<file path="src/hw/tile_mem_config.svh">
// Widths, L1 bank geometry and address map of the tile memory system; include where needed
`ifndef TILE_MEM_CONFIG_SVH
`define TILE_MEM_CONFIG_SVH

// Bus widths
`define TILE_ADDR_W 32 // Byte address
`define TILE_DATA_W 32 // One word per transfer
`define TILE_STRB_W 4  // One strobe per byte lane

// L1 scratchpad geometry, word interleaved across banks
`define TILE_L1_BANKS 4
`define TILE_L1_WORDS 64 // Rows per bank

// Address map
`define TILE_L1_BASE 32'h1000_0000
`define TILE_L1_SIZE (`TILE_L1_BANKS * `TILE_L1_WORDS * `TILE_STRB_W) // 1 KiB
`define TILE_L2_BASE 32'h8000_0000
`define TILE_L2_SIZE 32'h0000_1000 // 4 KiB

`endif
</file>
<file path="src/hw/tile_mem_pkg.sv">
// Shared types of the tile memory system: address views, stage request and response, targets
`default_nettype none

`include "tile_mem_config.svh"

package tile_mem_pkg;

  // Field widths of the two address views
  localparam int unsigned ADDR_W    = `TILE_ADDR_W;
  localparam int unsigned L1_OFF_W  = $clog2(`TILE_STRB_W);   // Byte inside a word
  localparam int unsigned L1_BANK_W = $clog2(`TILE_L1_BANKS); // Low word bits pick the bank
  localparam int unsigned L1_ROW_W  = $clog2(`TILE_L1_WORDS); // Next bits pick the row
  localparam int unsigned L1_PAD_W  = ADDR_W - L1_ROW_W - L1_BANK_W - L1_OFF_W;
  localparam int unsigned L2_OFF_W  = $clog2(`TILE_L2_SIZE);  // Flat offset in the L2 window
  localparam int unsigned L2_PAD_W  = ADDR_W - L2_OFF_W;

  // Destination of a transfer
  typedef enum logic [1:0] {
    TGT_L1  = 2'd0, // Local scratchpad
    TGT_L2  = 2'd1, // External memory through the bridge
    TGT_ERR = 2'd2  // Unmapped, answered with an error
  } tile_target_e;

  // L1 view of an address
  typedef struct packed {
    logic [L1_PAD_W-1:0]  pad;      // Window bits, checked by the decoder
    logic [L1_ROW_W-1:0]  row;
    logic [L1_BANK_W-1:0] bank;
    logic [L1_OFF_W-1:0]  byte_off; // Ignored, word accesses only
  } tile_l1_addr_t;

  // L2 view of an address
  typedef struct packed {
    logic [L2_PAD_W-1:0] pad;    // Window bits
    logic [L2_OFF_W-1:0] offset; // Byte offset from the L2 base
  } tile_l2_addr_t;

  // One address word, read through whichever view the target needs
  typedef union packed {
    logic [ADDR_W-1:0] raw;
    tile_l1_addr_t     l1;
    tile_l2_addr_t     l2;
  } tile_addr_u;

  // Decode stage to target stage
  typedef struct packed {
    logic                    valid;  // Held until the target's ready
    logic                    write;
    tile_target_e            target;
    tile_addr_u              addr;
    logic [`TILE_DATA_W-1:0] wdata;
    logic [`TILE_STRB_W-1:0] strb;
  } tile_req_t;

  // Target stage back to decode stage
  typedef struct packed {
    logic                    ready; // One-cycle pulse
    logic                    error;
    logic [`TILE_DATA_W-1:0] rdata;
  } tile_rsp_t;

endpackage

`default_nettype wire

</file>
<file path="src/hw/tile_l2_bridge.sv">
// L2 bridge; turns each L2 request into an APB requester transfer and returns its result
`timescale 1ns/1ps
`default_nettype none

`include "tile_mem_config.svh"

module tile_l2_bridge (
  input  logic                    clk_i,
  input  logic                    rstn_i,
  input  tile_mem_pkg::tile_req_t req_i,
  output tile_mem_pkg::tile_rsp_t rsp_o,
  output logic                    l2_psel_o,
  output logic                    l2_penable_o,
  output logic                    l2_pwrite_o,
  output logic [`TILE_ADDR_W-1:0] l2_paddr_o,
  output logic [`TILE_DATA_W-1:0] l2_pwdata_o,
  output logic [`TILE_STRB_W-1:0] l2_pstrb_o,
  input  logic                    l2_pready_i,
  input  logic [`TILE_DATA_W-1:0] l2_prdata_i,
  input  logic                    l2_pslverr_i
);

  localparam int unsigned ADDR_W = `TILE_ADDR_W;

  typedef enum logic [1:0] {
    L2_IDLE   = 2'd0, // Waiting for valid
    L2_SETUP  = 2'd1, // psel high, penable low
    L2_ACCESS = 2'd2, // Both high until pready
    L2_DONE   = 2'd3  // Ready pulse back to decode
  } l2_state_e;

  l2_state_e               state_q;
  l2_state_e               state_d;
  logic [`TILE_DATA_W-1:0] rdata_q;
  logic                    err_q;

  always_comb begin
    state_d = state_q;
    case (state_q)
      L2_IDLE:   if (req_i.valid) state_d = L2_SETUP; // Setup one cycle after valid
      L2_SETUP:  state_d = L2_ACCESS;
      L2_ACCESS: if (l2_pready_i) state_d = L2_DONE;  // L2 wait states end here
      L2_DONE:   state_d = L2_IDLE;                   // Decode drops valid on this edge
      default:   state_d = L2_IDLE;
    endcase
  end

  always_ff @(posedge clk_i or negedge rstn_i) begin
    if (!rstn_i) begin
      state_q <= L2_IDLE;
    end else begin
      state_q <= state_d;
    end
  end

  // Result captured on the completing edge
  always_ff @(posedge clk_i) begin
    if (state_q == L2_ACCESS && l2_pready_i) begin
      rdata_q <= l2_prdata_i;
      err_q   <= l2_pslverr_i; // Passed through as error
    end
  end

  // Control from the state, payload from the held request
  assign l2_psel_o    = (state_q == L2_SETUP) | (state_q == L2_ACCESS);
  assign l2_penable_o = (state_q == L2_ACCESS);
  assign l2_pwrite_o  = req_i.write;
  assign l2_paddr_o   = `TILE_L2_BASE + ADDR_W'(req_i.addr.l2.offset); // Rebased offset
  assign l2_pwdata_o  = req_i.wdata;
  assign l2_pstrb_o   = req_i.strb;

  assign rsp_o.ready = (state_q == L2_DONE);
  assign rsp_o.error = err_q;
  assign rsp_o.rdata = rdata_q;

endmodule

`default_nettype wire

</file>
<file path="config.mk">
export PLATFORM = sky130hd
export DESIGN_NAME = tile_l2_bridge
export DESIGN_NICKNAME = d
export VERILOG_FILES = /design/src/hw/tile_mem_pkg.sv /design/src/hw/tile_l2_bridge.sv
export VERILOG_INCLUDE_DIRS = /design/src /design/src/hw
export SDC_FILE = /design/constraint.sdc
export NUM_CORES = 1
export LEC_CHECK = 0
export BUFFER_PORTS_ARGS = -buffer_cell sky130_fd_sc_hd__buf_2
export CAP_MARGIN = 15
export CORE_AREA = 2 2 83 85
export DETAILED_ROUTE_END_ITERATION = 7
export DIE_AREA = 0 0 85 87
export PLACE_DENSITY = 0.72
export SETUP_SLACK_MARGIN = 0.2
export SLEW_MARGIN = 5
export SYNTH_ARGS = -nofsm -noshare
export SYNTH_HDL_FRONTEND = slang
export SYNTH_SLANG_ARGS = --single-unit
</file>
<file path="constraint.sdc">
create_clock -name clk_i -period 1.75 [get_ports clk_i]
set_input_delay 0.35 -clock clk_i [delete_from_list [all_inputs] [get_ports clk_i]]
set_output_delay 0.35 -clock clk_i [all_outputs]
set_load 0.02 [all_outputs]
</file>
Word level (Yosys, flattened, before mapping). Cells that the tools add are included. Widths: inputs -> output; s select.

Flip-flop bits (word level): 35. Bits in latches: 0. Memory bits (writable): 0. Memory bits (read-only): 0. Input bits: 108. Output and inout bits: 105. Memories kept: 0.

Add/sub/neg operators: 1. Multiply operators: 0. Div/mod/pow operators: 0. Magnitude comparators: 0. Eq/ne operators: 5. Shifts and indexed selects: 0. Mux-type cells: 3. Bitwise gates (word level): 1. Reductions and logical operators: 3.

Operators with widths (count): $add 32x12->32 const A (1); $pmux 2 s4 (1); $eq 2x2->1 const B (2); $mux 2 (2); $eq 2x1->1 const B (1); $logic_not 2->1 (1); $ne 2x1->1 const B (1); $ne 2x2->1 const B (1); $reduce_and 2->1 (1); $logic_and 1x1->1 (1); $or 1x1->1 (1).

Depth between registers and ports, before layout.
Depth after elaboration: 3. Gate-level depth with buffers: 5. Depth with buffers taken out: 5.

Least setup slack after synthesis. No wires, ideal clock.

Path type: register to register. From: register state_q[0]. To: register err_q, enable pin. Setup time: 375 ps. Arrival: 1126 ps. Data required time: 1375 ps. Slack: 249 ps. Stages on the path, launching flop included: 4. Buffers on the path: 0. Cell sequence: dfrtp_1 -> inv_1 -> ha_1 -> and2_2.

Cells in the longest elaborated chain, start to end: 2.

Ends and longest elaborated chain: start: declaration (line tile_l2_bridge.sv:32) `l2_state_e state_q;`; start signal: assignment (line tile_l2_bridge.sv:52) `state_q <= state_d;`; $eq 2x2->1 (line tile_l2_bridge.sv:58) `if (state_q == L2_ACCESS && l2_pready_i) begin`; $logic_and 1x1->1 (line tile_l2_bridge.sv:58); end signal: assignment (line tile_l2_bridge.sv:60) `err_q <= l2_pslverr_i;`; end: declaration (line tile_l2_bridge.sv:35) `logic err_q;`.

Every way passes these cells. A chain may end at the register's enable or synchronous reset.

Final worst setup path.
From: register state_q[1]. To: output l2_psel_o.

Cells in the longest elaborated chain, start to end: 2. Elaborated cells on any way between the ends: 3. Classes of those cells: eq/ne: 2; bitwise: 1.

Ends and longest elaborated chain: $eq 2x1->1 / $eq 2x2->1 (equally long branches) (line tile_l2_bridge.sv:65) `assign l2_psel_o = (state_q == L2_SETUP) | (state_q == L2_ACCESS);`; $or 1x1->1 (*) (line tile_l2_bridge.sv:65); end: declaration (line tile_l2_bridge.sv:12) `output logic l2_psel_o,`.

Every way passes the cells marked *; elsewhere a longest branch is shown, timed or not.

==> reports/summary.txt <==
final net count - 263
Worst Skew - 0.00831 ns
Hold WS - 0.240 ns
Final WS setup - 0.239 ns
RSZ-0062 raised after global routing - true
met3 usage - 0.0370
die width - 85 µm
CTS tree - yes
DR vias/cell - 3.61
startpoint types - register
crit path time final - 1.51 ns
Pleak - 0.816 nW
commonest non-fill, non-tap cells in the layout - 69 x buf_2, 33 x edfxtp_1, 20 x conb_1, 5 x clkbuf_8
crit path DAT - 1.16 ns
Worst VDD drop - 656 µV
H-tree depth - 2
fin util - 0.284
combinational family with the most area after synthesis - buffers and inverters
routed wire length - 2870 µm
Buffers on Ports - 72
status - complete, no violations
initial antenna violation count - 1
P per Cell Area - 1410 nW/µm²
Register Area - 1040 µm²
top-level I/O count - 213
largest net degree at the start of global routing - 34
Root Buffer - clkbuf_8
sequential area share after synthesis - 0.615
proportion of synthesized area in mux cells - 0.00888
vias - 842
# placed instances - 220
GR Util met1 - 0.0631
Die Span Y - 87 µm
Detail Route Antenna Nets - 0
Num CTS Buffers - 5
number of setup violations in the final report - 0
Clock Sinks - 35
Core Footprint - 6570 µm²
Post-Syn Instances - 119
Synth Area in Adders - 0.0296
Final Non-Filler Cells - 233
Filler Cell Count - 649
Setup crit end kind - primary output
worst skew pair latency - 0.28 ns
area delta synth->final - 10.4%
MaxCap Viol Count - 0
Multi-input gate area - 196 µm²
num rows - 30
number of global-route vias before repair - 759
Yosys cell types - 11
Setup Slack @ Placement - 0.365 ns
simple-gate portion of the synthesized area - 0.0126
Seq cells post-synth - 35
synthesized area - 1690 µm²
wire per inst - 12.3 µm
global routing's busiest layer - met2
routability-driven placement congestion ratio - 0.641
final hold vios - 0
Synth Area in Compound Gates - 0.0118
CP max FO - 3
FMAX - 662 MHz
HP Class - in -> reg
Synthesis Warnings - 0
global route overflow - 0
first-pass iteration count of the detailed router - 4
Critical Path RT - 1.40 ns
DIE AREA - 7400 µm²
Post-DP HPWL - 2170 µm
layout cell share with drive strength beyond 1 - 0.599
Remaining DRCs - 0
most common cell after layout, fill and taps aside - buf_2
Reg clk slew, reported paths - 0.07 ns
initial DRC count - 36
Final Cycle Share - 0.863
Max Root-Sink Buffers - 2
fin. max-slew vios - 0
Setup Crit Path Kind - reg -> out
met2 Use GR - 0.107
Starting Density - 0.258
Setup TNS - 0 ns
first-pass GRT wire length - 3730 µm
post-synthesis xor/xnor area fraction - 0
Avg Cell Area, Syn - 14.2 µm²
total global-route track usage - 0.0677
-- worst max-delay path: stages (launching register included) --
cell	delay, ns
dfrtp_1	0.40
inv_1	0.11
ha_4	0.21
buf_4	0.15
-- final timing paths --
kind	startpoint	depth (start not counted)	endpoint	slack, ns
min in group asynchronous	rstn_i	2	state_q[0]	0.40
min reg2reg	state_q[0]	2	state_q[0]	0.66
max reg2reg	state_q[1]	5	state_q[1]	0.31
min	l2_prdata_i[11]	1	rdata_q[11]	0.24
max in group asynchronous	rstn_i	2	state_q[1]	1.26
max	state_q[1]	3	l2_psel_o	0.24
-- stage by stage --
step	power [mW]	area [µm²]
floorplan	1.88	1760
global placement	1.91	1710
detailed placement	1.94	1710
CTS	2.57	1830
global route	2.77	1870
finish	2.63	1870
-- final cells by class --
| cell class | instances | area share |
|---|---|---|
| diodes | 1 | 0.00134 |
| clock buffers | 6 | 0.0388 |
| clock inverters | 2 | 0.00670 |
| inverters | 3 | 0.00603 |
| multi-input cells | 29 | 0.105 |
| flip-flops and latches | 35 | 0.557 |
| well taps | 80 | 0.0536 |
| repair buffers | 77 | 0.231 |
-- synthesized netlist by cell type --
cell,count,area (µm²)
and2_2,1,7.51
o32a_2,1,11.3
edfxtp_1,33,991
buf_4,70,526
nor2b_4,1,13.8
inv_1,3,11.3
mux2_4,1,15.0
ha_1,4,50.1
dfrtp_1,2,50.1
conb_1,2,7.51
a21oi_2,1,8.76
-- logic make-up (layout without fill, tap and decap cells) --
family                   count (synthesis)  after routing
other                                    2             21
buffers and inverters                   73             88
AO/OA/AOI/OAI                            2              2
adder cells (fa/ha/maj)                  4              4
AND/OR/NAND/NOR                          2              2
multiplexers                             1              1
flip-flops                              35             35
-- sequential cells by signal, indices dropped and copies added (netlist names) --
name,flops
rdata_q,32
err_q,1
state_q,2
-- routing by layer --
metal / wire length [µm] / share of wire
met2: 1370 / 0.48
met4: 118 / 0.041
met5: 0 / 0
met3: 483 / 0.17
met1: 894 / 0.31
-- power breakdown --
| group | internal [mW] | total [mW] | switching (mW) | leakage [nW] |
|---|---|---|---|---|
| clock network | 0.278 | 0.554 | 0.276 | 0.0412 |
| logic | 0.394 | 0.920 | 0.526 | 0.448 |
| registers | 1.11 | 1.16 | 0.0469 | 0.327 |
| total | 1.78 | 2.63 | 0.849 | 0.816 |
-- what timing repair did --
item,in CTS,in global routing
buffers inserted,3,0
endpoints found under the hold margin,2,0
pin swaps,1,0
cloned,0,0
endpoints found under the setup margin,1,3
gates resized for setup,2,7
hold buffers,1,0
Power figures use the tool's default switching activity.
