**config.mk**
```make
export PLATFORM = sky130hd
export DESIGN_NAME = tile_addr_decode
export DESIGN_NICKNAME = d
export VERILOG_FILES = /design/src/hw/tile_mem_pkg.sv /design/src/hw/tile_addr_decode.sv
export VERILOG_INCLUDE_DIRS = /design/src /design/src/hw
export SDC_FILE = /design/constraint.sdc
export NUM_CORES = 1
export LEC_CHECK = 0
export ABC_AREA = 1
export BUFFER_PORTS_ARGS = -buffer_cell sky130_fd_sc_hd__buf_4
export CAP_MARGIN = 25
export CORE_AREA = 2 2 123 125
export CTS_CLUSTER_DIAMETER = 60
export DETAILED_ROUTE_END_ITERATION = 7
export DIE_AREA = 0 0 125 127
export PLACE_DENSITY = 0.68
export SLEW_MARGIN = 40
export SYNTH_ARGS = -nofsm -noshare
export SYNTH_HDL_FRONTEND = slang
export SYNTH_SLANG_ARGS = --single-unit
```
**constraint.sdc**
```tcl
create_clock -name clk_i -period 6.3 [get_ports clk_i]
set_input_delay 0 -clock clk_i [delete_from_list [all_inputs] [get_ports clk_i]]
set_output_delay 0 -clock clk_i [all_outputs]
set_load 0.02 [all_outputs]
```
**src/hw/tile_mem_config.svh**
```systemverilog
// Widths, L1 bank geometry and address map of the tile memory system; include where needed
`ifndef TILE_MEM_CONFIG_SVH
`define TILE_MEM_CONFIG_SVH

// Bus widths
`define TILE_ADDR_W 32 // Byte address
`define TILE_DATA_W 32 // One word per transfer
`define TILE_STRB_W 4  // One strobe per byte lane

// L1 scratchpad geometry, word interleaved across banks
`define TILE_L1_BANKS 4
`define TILE_L1_WORDS 64 // Rows per bank

// Address map
`define TILE_L1_BASE 32'h1000_0000
`define TILE_L1_SIZE (`TILE_L1_BANKS * `TILE_L1_WORDS * `TILE_STRB_W) // 1 KiB
`define TILE_L2_BASE 32'h8000_0000
`define TILE_L2_SIZE 32'h0000_1000 // 4 KiB

`endif
```
**src/hw/tile_mem_pkg.sv**
```systemverilog
// Shared types of the tile memory system: address views, stage request and response, targets
`default_nettype none

`include "tile_mem_config.svh"

package tile_mem_pkg;

  // Field widths of the two address views
  localparam int unsigned ADDR_W    = `TILE_ADDR_W;
  localparam int unsigned L1_OFF_W  = $clog2(`TILE_STRB_W);   // Byte inside a word
  localparam int unsigned L1_BANK_W = $clog2(`TILE_L1_BANKS); // Low word bits pick the bank
  localparam int unsigned L1_ROW_W  = $clog2(`TILE_L1_WORDS); // Next bits pick the row
  localparam int unsigned L1_PAD_W  = ADDR_W - L1_ROW_W - L1_BANK_W - L1_OFF_W;
  localparam int unsigned L2_OFF_W  = $clog2(`TILE_L2_SIZE);  // Flat offset in the L2 window
  localparam int unsigned L2_PAD_W  = ADDR_W - L2_OFF_W;

  // Destination of a transfer
  typedef enum logic [1:0] {
    TGT_L1  = 2'd0, // Local scratchpad
    TGT_L2  = 2'd1, // External memory through the bridge
    TGT_ERR = 2'd2  // Unmapped, answered with an error
  } tile_target_e;

  // L1 view of an address
  typedef struct packed {
    logic [L1_PAD_W-1:0]  pad;      // Window bits, checked by the decoder
    logic [L1_ROW_W-1:0]  row;
    logic [L1_BANK_W-1:0] bank;
    logic [L1_OFF_W-1:0]  byte_off; // Ignored, word accesses only
  } tile_l1_addr_t;

  // L2 view of an address
  typedef struct packed {
    logic [L2_PAD_W-1:0] pad;    // Window bits
    logic [L2_OFF_W-1:0] offset; // Byte offset from the L2 base
  } tile_l2_addr_t;

  // One address word, read through whichever view the target needs
  typedef union packed {
    logic [ADDR_W-1:0] raw;
    tile_l1_addr_t     l1;
    tile_l2_addr_t     l2;
  } tile_addr_u;

  // Decode stage to target stage
  typedef struct packed {
    logic                    valid;  // Held until the target's ready
    logic                    write;
    tile_target_e            target;
    tile_addr_u              addr;
    logic [`TILE_DATA_W-1:0] wdata;
    logic [`TILE_STRB_W-1:0] strb;
  } tile_req_t;

  // Target stage back to decode stage
  typedef struct packed {
    logic                    ready; // One-cycle pulse
    logic                    error;
    logic [`TILE_DATA_W-1:0] rdata;
  } tile_rsp_t;

endpackage

`default_nettype wire

```
**src/hw/tile_addr_decode.sv**
```systemverilog
// APB completer and decode stage; classifies each transfer, holds it and returns the answer
`timescale 1ns/1ps
`default_nettype none

`include "tile_mem_config.svh"

module tile_addr_decode (
  input  logic                    clk_i,
  input  logic                    rstn_i,
  input  logic                    enable_i,  // Registered tile enable
  input  logic                    psel_i,
  input  logic                    penable_i,
  input  logic                    pwrite_i,
  input  logic [`TILE_ADDR_W-1:0] paddr_i,
  input  logic [`TILE_DATA_W-1:0] pwdata_i,
  input  logic [`TILE_STRB_W-1:0] pstrb_i,
  output logic                    pready_o,
  output logic [`TILE_DATA_W-1:0] prdata_o,
  output logic                    pslverr_o,
  output tile_mem_pkg::tile_req_t l1_req_o,
  output tile_mem_pkg::tile_req_t l2_req_o,
  input  tile_mem_pkg::tile_rsp_t l1_rsp_i,
  input  tile_mem_pkg::tile_rsp_t l2_rsp_i
);

  localparam logic [`TILE_ADDR_W-1:0] L1_END = `TILE_L1_BASE + `TILE_L1_SIZE; // Exclusive
  localparam logic [`TILE_ADDR_W-1:0] L2_END = `TILE_L2_BASE + `TILE_L2_SIZE;

  tile_mem_pkg::tile_addr_u   addr_in;  // Setup-cycle address
  tile_mem_pkg::tile_target_e tgt_in;   // Its classification
  tile_mem_pkg::tile_req_t    hold_q;   // Transfer held until completion
  tile_mem_pkg::tile_rsp_t    rsp_sel;  // Answer of the addressed target
  tile_mem_pkg::tile_rsp_t    rsp_q;    // Answer parked while the tile is disabled
  tile_mem_pkg::tile_rsp_t    rsp_out;
  logic busy_q;   // A transfer is held
  logic valid_q;  // Issued to its target, not yet answered
  logic done_q;   // Target answered, completion waits for enable
  logic setup;
  logic access;
  logic issue;
  logic tgt_done;
  logic err_flag;

  assign addr_in = paddr_i;
  assign setup   = psel_i & ~penable_i & ~busy_q; // New transfer in its setup cycle
  assign access  = psel_i & penable_i;

  // Address map, the only window check in the tile
  always_comb begin
    if (addr_in.raw >= `TILE_L1_BASE && addr_in.raw < L1_END) begin
      tgt_in = tile_mem_pkg::TGT_L1;
    end else if (addr_in.raw >= `TILE_L2_BASE && addr_in.raw < L2_END) begin
      tgt_in = tile_mem_pkg::TGT_L2;
    end else begin
      tgt_in = tile_mem_pkg::TGT_ERR;
    end
  end

  // Issue straight from setup, or later once enable returns
  always_comb begin
    if (setup) begin
      issue = enable_i & (tgt_in != tile_mem_pkg::TGT_ERR);
    end else begin
      issue = enable_i & busy_q & ~valid_q & ~done_q &
              (hold_q.target != tile_mem_pkg::TGT_ERR);
    end
  end

  assign rsp_sel  = (hold_q.target == tile_mem_pkg::TGT_L2) ? l2_rsp_i : l1_rsp_i;
  assign tgt_done = valid_q & rsp_sel.ready;
  assign err_flag = busy_q & (hold_q.target == tile_mem_pkg::TGT_ERR); // Never forwarded
  assign rsp_out  = done_q ? rsp_q : rsp_sel;

  // Completion only in an access cycle with the tile enabled
  assign pready_o  = access & enable_i & (done_q | tgt_done | err_flag);
  assign pslverr_o = pready_o & (err_flag | rsp_out.error);
  assign prdata_o  = err_flag ? '0 : rsp_out.rdata;

  // Only the addressed stage sees valid
  always_comb begin
    l1_req_o       = hold_q;
    l1_req_o.valid = valid_q & (hold_q.target == tile_mem_pkg::TGT_L1);
    l2_req_o       = hold_q;
    l2_req_o.valid = valid_q & (hold_q.target == tile_mem_pkg::TGT_L2);
  end

  always_ff @(posedge clk_i or negedge rstn_i) begin
    if (!rstn_i) begin
      busy_q  <= 1'b0;
      valid_q <= 1'b0;
      done_q  <= 1'b0;
    end else begin
      if (setup) busy_q <= 1'b1;
      else if (pready_o) busy_q <= 1'b0;
      if (issue) valid_q <= 1'b1;
      else if (tgt_done) valid_q <= 1'b0; // Target pulses ready once
      if (tgt_done && !pready_o) done_q <= 1'b1; // Gate closed, park the answer
      else if (pready_o) done_q <= 1'b0;
    end
  end

  // Payload captured in setup, stable for the whole transfer
  always_ff @(posedge clk_i) begin
    if (setup) begin
      hold_q.valid  <= 1'b0; // Valid comes from valid_q
      hold_q.write  <= pwrite_i;
      hold_q.target <= tgt_in;
      hold_q.addr   <= addr_in;
      hold_q.wdata  <= pwdata_i;
      hold_q.strb   <= pstrb_i;
    end
    if (tgt_done && !pready_o) rsp_q <= rsp_sel;
  end

endmodule

`default_nettype wire

```
# Word-level counts from Yosys, hierarchy flattened
# Index checks and enable logic that the tools add are counted.
[classes]
magnitude_cmp = 4
n_eq_ne = 4
muxes = 11
bitwise_logic = 22
reduce_logical = 8
[op_table]
columns = ["operator", "count"]
rows = [
  ["$mux W34", 1],
  ["$mux W33", 1],
  ["$ge A32 B29 Y1 const B", 1],
  ["$ge A32 B32 Y1 const B", 1],
  ["$lt A32 B29 Y1 const B", 1],
  ["$lt A32 B32 Y1 const B", 1],
  ["$mux W32", 1],
  ["$and A1 B1 Y1", 15],
  ["$mux W1", 6],
  ["$reduce_bool A2 Y1", 3],
  ["$mux W2", 2],
  ["$ne A2 B2 Y1 const B", 2],
  ["$not A1 Y1", 4],
  ["$logic_and A1 B1 Y1", 3],
  ["$or A1 B1 Y1", 3],
  ["$eq A2 B1 Y1 const B", 1],
  ["$eq A2 B2 Y1 const B", 1],
  ["$logic_not A2 Y1", 1],
  ["$logic_not A1 Y1", 1],
]
[word_totals]
ff_bits = 107
input_bits = 142
out_inout_bits = 178
word_cells = 59

# Logic depth before layout (Yosys ltp)
# Gate-level depths: netlist of run 1.
[depth]
ltp_word = 9
ltp_mapped = 8
depth_no_buf = 8

# Least setup slack after synthesis of run 1
# Ideal clock, no wire load.
[synth_timing]
kind = "reg2reg"
from = "register hold_q, in the netlist l1_req_o[69]"
to = "register rsp_q[0] in the netlist's numbering (enable)"
setup_time_ns = 0.423
arrival_time_ns = 2.592
required_time_ns = 5.877
path_slack_ns = 3.285
stages_incl_launch_ff = 8
path_buffers = 0
period_less_slack_ns = 3.015
cell_sequence = "edfxtp_1 -> inv_4 -> nand3_1 -> nand3_4 -> nand3_2 -> nand2_2 -> inv_2 -> nor2_1"
[synth_between]
elab_chain_len = 8
word_cells_on_any_way = 10
cone_classes = "2 x eq/ne; 1 x mux; 5 x bitwise; 2 x reduce/logical"
[synth_lines]
columns = ["item", "line_no", "rtl"]
rows = [
  ["start, declared", "tile_addr_decode.sv:31", "tile_mem_pkg::tile_req_t hold_q;"],
  ["$eq A2 B1 Y1", "tile_addr_decode.sv:69", "assign rsp_sel = (hold_q.target == tile_mem_pkg::TGT_L2) ? l2_rsp_i : l1_rsp_i;"],
  ["$mux W34", "tile_addr_decode.sv:69", ""],
  ["$and A1 B1 Y1", "tile_addr_decode.sv:70", "assign tgt_done = valid_q & rsp_sel.ready;"],
  ["$or A1 B1 Y1", "tile_addr_decode.sv:75", "assign pready_o = access & enable_i & (done_q | tgt_done | err_flag);"],
  ["$or A1 B1 Y1 (*)", "tile_addr_decode.sv:75", ""],
  ["$and A1 B1 Y1 (*)", "tile_addr_decode.sv:75", ""],
  ["named net pready_o", "tile_addr_decode.sv:17", "output logic pready_o,"],
  ["$logic_not A1 Y1 (*)", "tile_addr_decode.sv:112", "if (tgt_done && !pready_o) rsp_q <= rsp_sel;"],
  ["$logic_and A1 B1 Y1 (*)", "tile_addr_decode.sv:112", ""],
  ["end signal, assigned", "tile_addr_decode.sv:112", ""],
  ["end, declared", "tile_addr_decode.sv:33", "tile_mem_pkg::tile_rsp_t rsp_q;"],
]
# The timed path passes the listed nets; every way through them passes the cells marked *.
# A chain may end at the register's enable or synchronous reset.

# Worst setup path after layout of run 1
[layout_timing]
from = "register hold_q, in the netlist l1_req_o[69]"
to = "register rsp_q[5] in the netlist's numbering (enable)"
[layout_between]
elab_chain_len = 8
word_cells_on_any_way = 10
cone_classes = "2 x eq/ne; 1 x mux; 5 x bitwise; 2 x reduce/logical"
[layout_lines]
columns = ["item", "line_no"]
rows = [
  ["$eq A2 B1 Y1", "tile_addr_decode.sv:69"],
  ["$mux W34", "tile_addr_decode.sv:69"],
  ["$and A1 B1 Y1", "tile_addr_decode.sv:70"],
  ["$or A1 B1 Y1 (2 in series)", "tile_addr_decode.sv:75"],
  ["$and A1 B1 Y1", "tile_addr_decode.sv:75"],
  ["$logic_not A1 Y1", "tile_addr_decode.sv:112"],
  ["$logic_and A1 B1 Y1 (*)", "tile_addr_decode.sv:112"],
]
# Mark *: on every way between the ends. The rest lies on a longest branch, timed or not.

==> impl_metrics.json, run 1 <==
{
  "synth_cells": 454,
  "via_per_inst": 4.60,
  "fin_setup_tns_ns": 0,
  "hold_path.class": "input pin to register",
  "cpPeakStageDelay_ns": 0.53,
  "rsz0062_at_grt": "false",
  "timing.rr.start": "l1_req_o[69]",
  "routed.top_layer": "met4",
  "diodes": 0,
  "grt_first_pass_wirelength_um": 24100,
  "port_buffers": 319,
  "cp_cell_sequence": "inv_4, nand3_1, nand3_4, nand3_2, nand2_2, inv_2, nor2_2, buf_4",
  "rows": 44,
  "wl_met3_um": 793,
  "fmax_mhz": 432,
  "crit_type": "register to register",
  "cts.sinks": 107,
  "rrSetupSlack_ns": 3.99,
  "gp_congestion": 0.850,
  "finalCritPeriodShare": 0.367,
  "critPathBufInv": 3,
  "final_max_slew_viol_count": 0,
  "cts_made_buffers": 9,
  "synth_edf_count": 104,
  "worstSetupEndpointType": "register",
  "worst_skew_pair.late_latency_ns": 0.33,
  "path_delay_family": "buffers and inverters",
  "grt_pass1_vias": 4609,
  "crit_required_ns": 6.29,
  "area_growth_pct": 67.3,
  "ir_drop_v": 0.000161,
  "postSynthAreaPerCell_um2": 11.2,
  "status": "finished clean",
  "yosysWarnings": 0,
  "clkPwrFrac": 0.231,
  "maxSlewHeadroom": 0.566,
  "worst_pin_slew_ns": 0.650,
  "power_frac_comb": 0.377,
  "cts_max_level": 3,
  "drtIter0Drc": 239,
  "ys_ff_latch": 107,
  "post-route-util": 0.592,
  "cts_tree": "built",
  "wirelength_um": 16200,
  "antenna_found_initial": 0,
  "ys_seq_area_frac": 0.627,
  "slowest_stage": "edfxtp_1",
  "clk_pin_slew_ns": 0.07,
  "root_buffer": "clkbuf_16",
  "antenna_left": 0,
  "fp.dieW_um": 125,
  "detail_route.wl_per_cell_um": 16.2,
  "start_kind": "register",
  "seq_area_um2": 3200,
  "period_needed_ns": 2.31,
  "core_um2": 14400,
  "worstHoldPathCells": 3,
  "fin_skew_ns": 0.00923,
  "power_leakage_uw": 0.00393,
  "setup_viol": 0,
  "final_layout_size_suffix_gt1_frac": 0.429,
  "cp.arrival_ns": 2.30,
  "synth-async-reset-ratio": 0.0280,
  "grt-ovfl-total": 0,
  "seqPwrFrac": 0.392,
  "switching_share": 0.342,
  "hold_end": "rsp_q[16]",
  "ios": 320,
  "p_int_uw": 1610,
  "crit_fanout": 35,
  "synth_fp_nets": 596,
  "hpwl_um": 11200,
  "power_density_nw_per_um2": 287,
  "r2r_end": "rsp_q[5]",
  "rr_worst_depth": 8,
  "finalHoldViolCount": 0,
  "initial_core_util": 0.354,
  "wl_met2_um": 8610,
  "nNetsFinal": 952,
  "remaining_drc_errors": 0,
  "netlist_area_um2": 5100,
  "clockBufferDepth": 2,
  "multi_input_area_um2": 1080,
  "die_h_um": 127,
  "fill_cells": 1171,
  "min-delay-start": "l2_rsp_i[16]",
  "yosysUniqueCellTypes": 24,
  "power.switching_uw": 838,
  "first_pass_iters": 5,
  "drt-met1-wl_um": 6320,
  "ys.flop_type": "edfxtp_1",
  "die_area_um2": 15900,
  "vias": 4600,
  "grt_max_degree": 73,
  "track_usage": 0.191,
  "cap_violations": 0
}
## cells in the final DEF (no fill, tap or decap), types with 2 or more instances in the layout
cell	instances
o21ai_0	25
nand3_4	2
inv_2	4
nand3_1	37
nor2_1	18
clkbuf_16	9
o21bai_1	32
dfrtp_1	2
a21oi_1	3
inv_1	37
o21ai_1	7
nand2_1	83
buf_4	321
dlygate4sd3_1	114
edfxtp_1	104
## cell usage after synthesis (5+ instances only)
library cell / number / area share
o21ai_0: 25 / 0.025
nor2_1: 19 / 0.014
nand2_1: 83 / 0.061
edfxtp_1: 104 / 0.61
inv_1: 38 / 0.028
o21ai_1: 7 / 0.0069
buf_2: 8 / 0.0078
buf_6: 5 / 0.011
buf_4: 73 / 0.11
o21bai_1: 32 / 0.047
nand3_1: 37 / 0.036
## flip-flops by register name, summed over array words and instances (netlist names)
name,count
valid_q,1
done_q,1
l1_req_o,71
rsp_q,33
busy_q,1
## worst min-delay path: stages
cell and delay [ns]:
buf_4 0.08, nand3_1 0.06, nand2_1 0.09
## area by class of cell
type | instances | area share
well taps | 184 | 0.0270
repair buffers | 436 | 0.418
clock inverters | 7 | 0.00880
flip-flops and latches | 107 | 0.375
inverters | 42 | 0.0188
multi-input cells | 214 | 0.127
clock buffers | 9 | 0.0264
## logic make-up (layout without fill, tap and decap cells)
| family | count (synthesis) | after routing | synth area share |
|---|---|---|---|
| AND/OR/NAND/NOR | 147 | 147 | 0.130 |
| flip-flops | 107 | 107 | 0.627 |
| buffers and inverters | 133 | 494 | 0.162 |
| AO/OA/AOI/OAI | 67 | 67 | 0.0814 |
## metrics by stage
stage / cells / hold slack (ns) / setup WS (ns) / instance area, um^2 / total power, uW
floorplan: 454 / -0.296 / 3.29 / 5100 / 1490
global placement: 869 / -0.209 / 3.87 / 7090 / 1820
detailed placement: 869 / -0.205 / 3.97 / 7090 / 1840
CTS: 999 / 0.000275 / 3.96 / 8530 / 2460
global route: 999 / 0.00426 / 3.81 / 8530 / 2560
finish: 999 / 0.0154 / 3.99 / 8530 / 2450
## layer usage
layer  track usage  vias to the layer above
met5             0                        -
met1         0.224                     2215
met4        0.0745                        0
met3        0.0406                       36
li1              -                     2165
met2         0.343                      184
## power groups by stage
stage	clock network, uW	registers [uW]	logic, uW
after floorplan	0	985	502
after global placement	0	969	856
after detailed placement	0	974	861
after CTS	580	960	923
after global routing	605	970	983
final	566	960	923
## worst max path at each step
stage | startpoint | to | slack [ns] | cells past startpoint
after CTS | l1_req_o[69] | rsp_q[5] | 3.96 | 8
after floorplan | l1_req_o[69] | rsp_q[0] | 3.29 | 7
final | l1_req_o[69] | rsp_q[5] | 3.99 | 8
after global placement | done_q | rsp_q[2] | 3.87 | 6
after global routing | l1_req_o[69] | rsp_q[5] | 3.81 | 8
after detailed placement | l1_req_o[69] | rsp_q[14] | 3.97 | 8
## what timing repair did
item	in CTS	in global routing
setup buffers	0	0
setup endpoints to repair	0	0
hold buffers	114	0
resized for setup	0	0
endpoints found under the hold margin	107	0
(Power assumes the default switching activity.)
==> inputs of run 2 (changes only) <==
CORE_AREA = 2 2 125 127   (was 2 2 123 125)
DIE_AREA = 0 0 127 129   (was 0 0 125 127)
PLACE_DENSITY = 0.69   (was 0.68)
clock period = 1.9 ns   (was 6.3 ns; I/O delays follow)
==> impl_metrics.json, run 2 (same netlist as run 1, synthesis figures left out) <==
{
  "cts_made_buffers": 9,
  "vias": 4753,
  "rsz0062_at_grt": "true",
  "crit_type": "register to output pin",
  "fin_skew_ns": 0.00818,
  "cp.arrival_ns": 1.85,
  "final_area_um2": 8890,
  "crit_required_ns": 1.90,
  "rrSetupSlack_ns": 0.09,
  "period_needed_ns": 1.85,
  "hpwl_um": 11300,
  "worst_skew_pair.late_latency_ns": 0.35,
  "power_frac_comb": 0.403,
  "track_usage": 0.201,
  "routed.top_layer": "met4",
  "fin_setup_tns_ns": 0,
  "dpl_cell_area_um2": 7190,
  "area_growth_pct": 74.2,
  "hold_path.class": "input pin to register",
  "clkPwrFrac": 0.224,
  "min-delay-start": "l2_rsp_i[10]",
  "grt_max_degree": 61,
  "die_h_um": 129,
  "rr_worst_depth": 6,
  "fp.dieW_um": 127,
  "cts_tree": "built",
  "p_int_uw": 5360,
  "setup_viol": 0,
  "maxSlewHeadroom": 0.770,
  "via_per_inst": 4.60,
  "wl_met3_um": 1040,
  "clockBufferDepth": 2,
  "timing.rr.start": "l1_req_o[69]",
  "power_density_nw_per_um2": 933,
  "gp_congestion": 0.863,
  "initial_core_util": 0.341,
  "final_cell_mix": "329 x buf_4, 130 x dlygate4sd3_1, 104 x edfxtp_1",
  "cap_violations": 0,
  "rows": 45,
  "worstSetupEndpointType": "output pin",
  "remaining_drc_errors": 0,
  "finalCritPeriodShare": 0.976,
  "drt-met1-wl_um": 6470,
  "crit_fanout": 31,
  "port_buffers": 319,
  "finalHoldViolCount": 0,
  "ios": 320,
  "drtIter0Drc": 226,
  "power.switching_uw": 2930,
  "worst_pin_slew_ns": 0.345,
  "core_um2": 15000,
  "largest_reg_flops": 71,
  "clk_pin_slew_ns": 0.08,
  "first_pass_iters": 5,
  "root_buffer": "clkbuf_16",
  "power_leakage_uw": 0.00409,
  "layout_commonest_cell": "buf_4",
  "seqPwrFrac": 0.373,
  "grt_pass1_vias": 4950,
  "r2r_end": "rsp_q[23]",
  "wl_met2_um": 9110,
  "cp-startpoint": "l1_req_o[69]",
  "final_max_slew_viol_count": 0,
  "antenna_left": 0,
  "cts.sinks": 107,
  "nNetsFinal": 981,
  "status": "finished clean",
  "final_layout_size_suffix_gt1_frac": 0.431,
  "antenna_found_initial": 1,
  "die_area_um2": 16400,
  "cts_max_level": 3,
  "grt_first_pass_wirelength_um": 25300,
  "crit_end": "pslverr_o",
  "detail_route.wl_per_cell_um": 16.6,
  "wirelength_um": 17200,
  "ir_drop_v": 0.000656,
  "fmax_mhz": 539,
  "switching_share": 0.353,
  "grt-ovfl-total": 0,
  "start_kind": "register"
}
## run 2: cell types whose count changed in the layout (fill, tap and decap cells not counted), sizes merged
cell,change
bufinv,-1
clkinvlp,+1
dlygate4sd3,+16
diode,+1
buf,+13
## run 2: worst min-delay path by stage
stage,cells past startpoint,endpoint
2_1_floorplan,0,busy_q
3_3_place_gp,1,valid_q
3_5_place_dp,1,busy_q
4_1_cts,3,rsp_q[27]
5_1_grt,3,rsp_q[27]
6_report,3,rsp_q[10]
## run 2: cell type report
type / instances / area (um^2)
Fill cell: 1194 / 6090
Inverter: 42 / 166
Timing Repair Buffer: 465 / 3880
Tap cell: 188 / 235
Clock inverter: 7 / 80.1
Clock buffer: 9 / 225
Multi-Input combinational cell: 214 / 1100
Sequential cell: 107 / 3200
Antenna cell: 1 / 2.50
## run 2: metrics by stage
| stage | power [uW] | setup slack, ns | hold WS, ns | utilization | instances |
|---|---|---|---|---|---|
| after floorplan | 4930 | -0.198 | -0.296 | - | 454 |
| after global placement | 6130 | 0.281 | -0.205 | 0.480 | 881 |
| after detailed placement | 6180 | 0.153 | -0.205 | 0.480 | 881 |
| after CTS | 8280 | -0.00667 | 0.000397 | 0.589 | 1028 |
| after global routing | 8670 | -0.0747 | 0.0124 | 0.593 | 1033 |
| final | 8290 | 0.0453 | 0.0105 | 0.593 | 1033 |
## run 2: repair_timing
| action | in CTS | in global routing |
|---|---|---|
| endpoints found under the setup margin | 23 | 71 |
| buffers inserted | 1 | 4 |
| hold buffers | 130 | 0 |
| resized for setup | 5 | 6 |
| endpoints found under the hold margin | 107 | 0 |
## run 2: per-layer routing
layer  global-route usage  vias to the layer above
li1                     -                     2225
met1                0.229                     2285
met2                0.358                      200
met3               0.0482                       43
met4               0.0924                        0
met5                    0                        -
## run 2: critical path, stage by stage (launching register included)
cell      delay, ns
edfxtp_1       0.44
inv_4          0.13
buf_6          0.25
nand3_1        0.11
nand2_1        0.13
a21oi_1        0.08
nor2_1         0.19
buf_4          0.18
## run 2: power by group through the flow
| stage | registers, uW | logic [uW] | clock network [uW] |
|---|---|---|---|
| 3_5_place_dp | 3140 | 3040 | 0 |
| 2_1_floorplan | 3260 | 1670 | 0 |
| 6_report | 3090 | 3340 | 1860 |
| 3_3_place_gp | 3140 | 3000 | 0 |
| 4_1_cts | 3090 | 3280 | 1910 |
| 5_1_grt | 3120 | 3550 | 2000 |
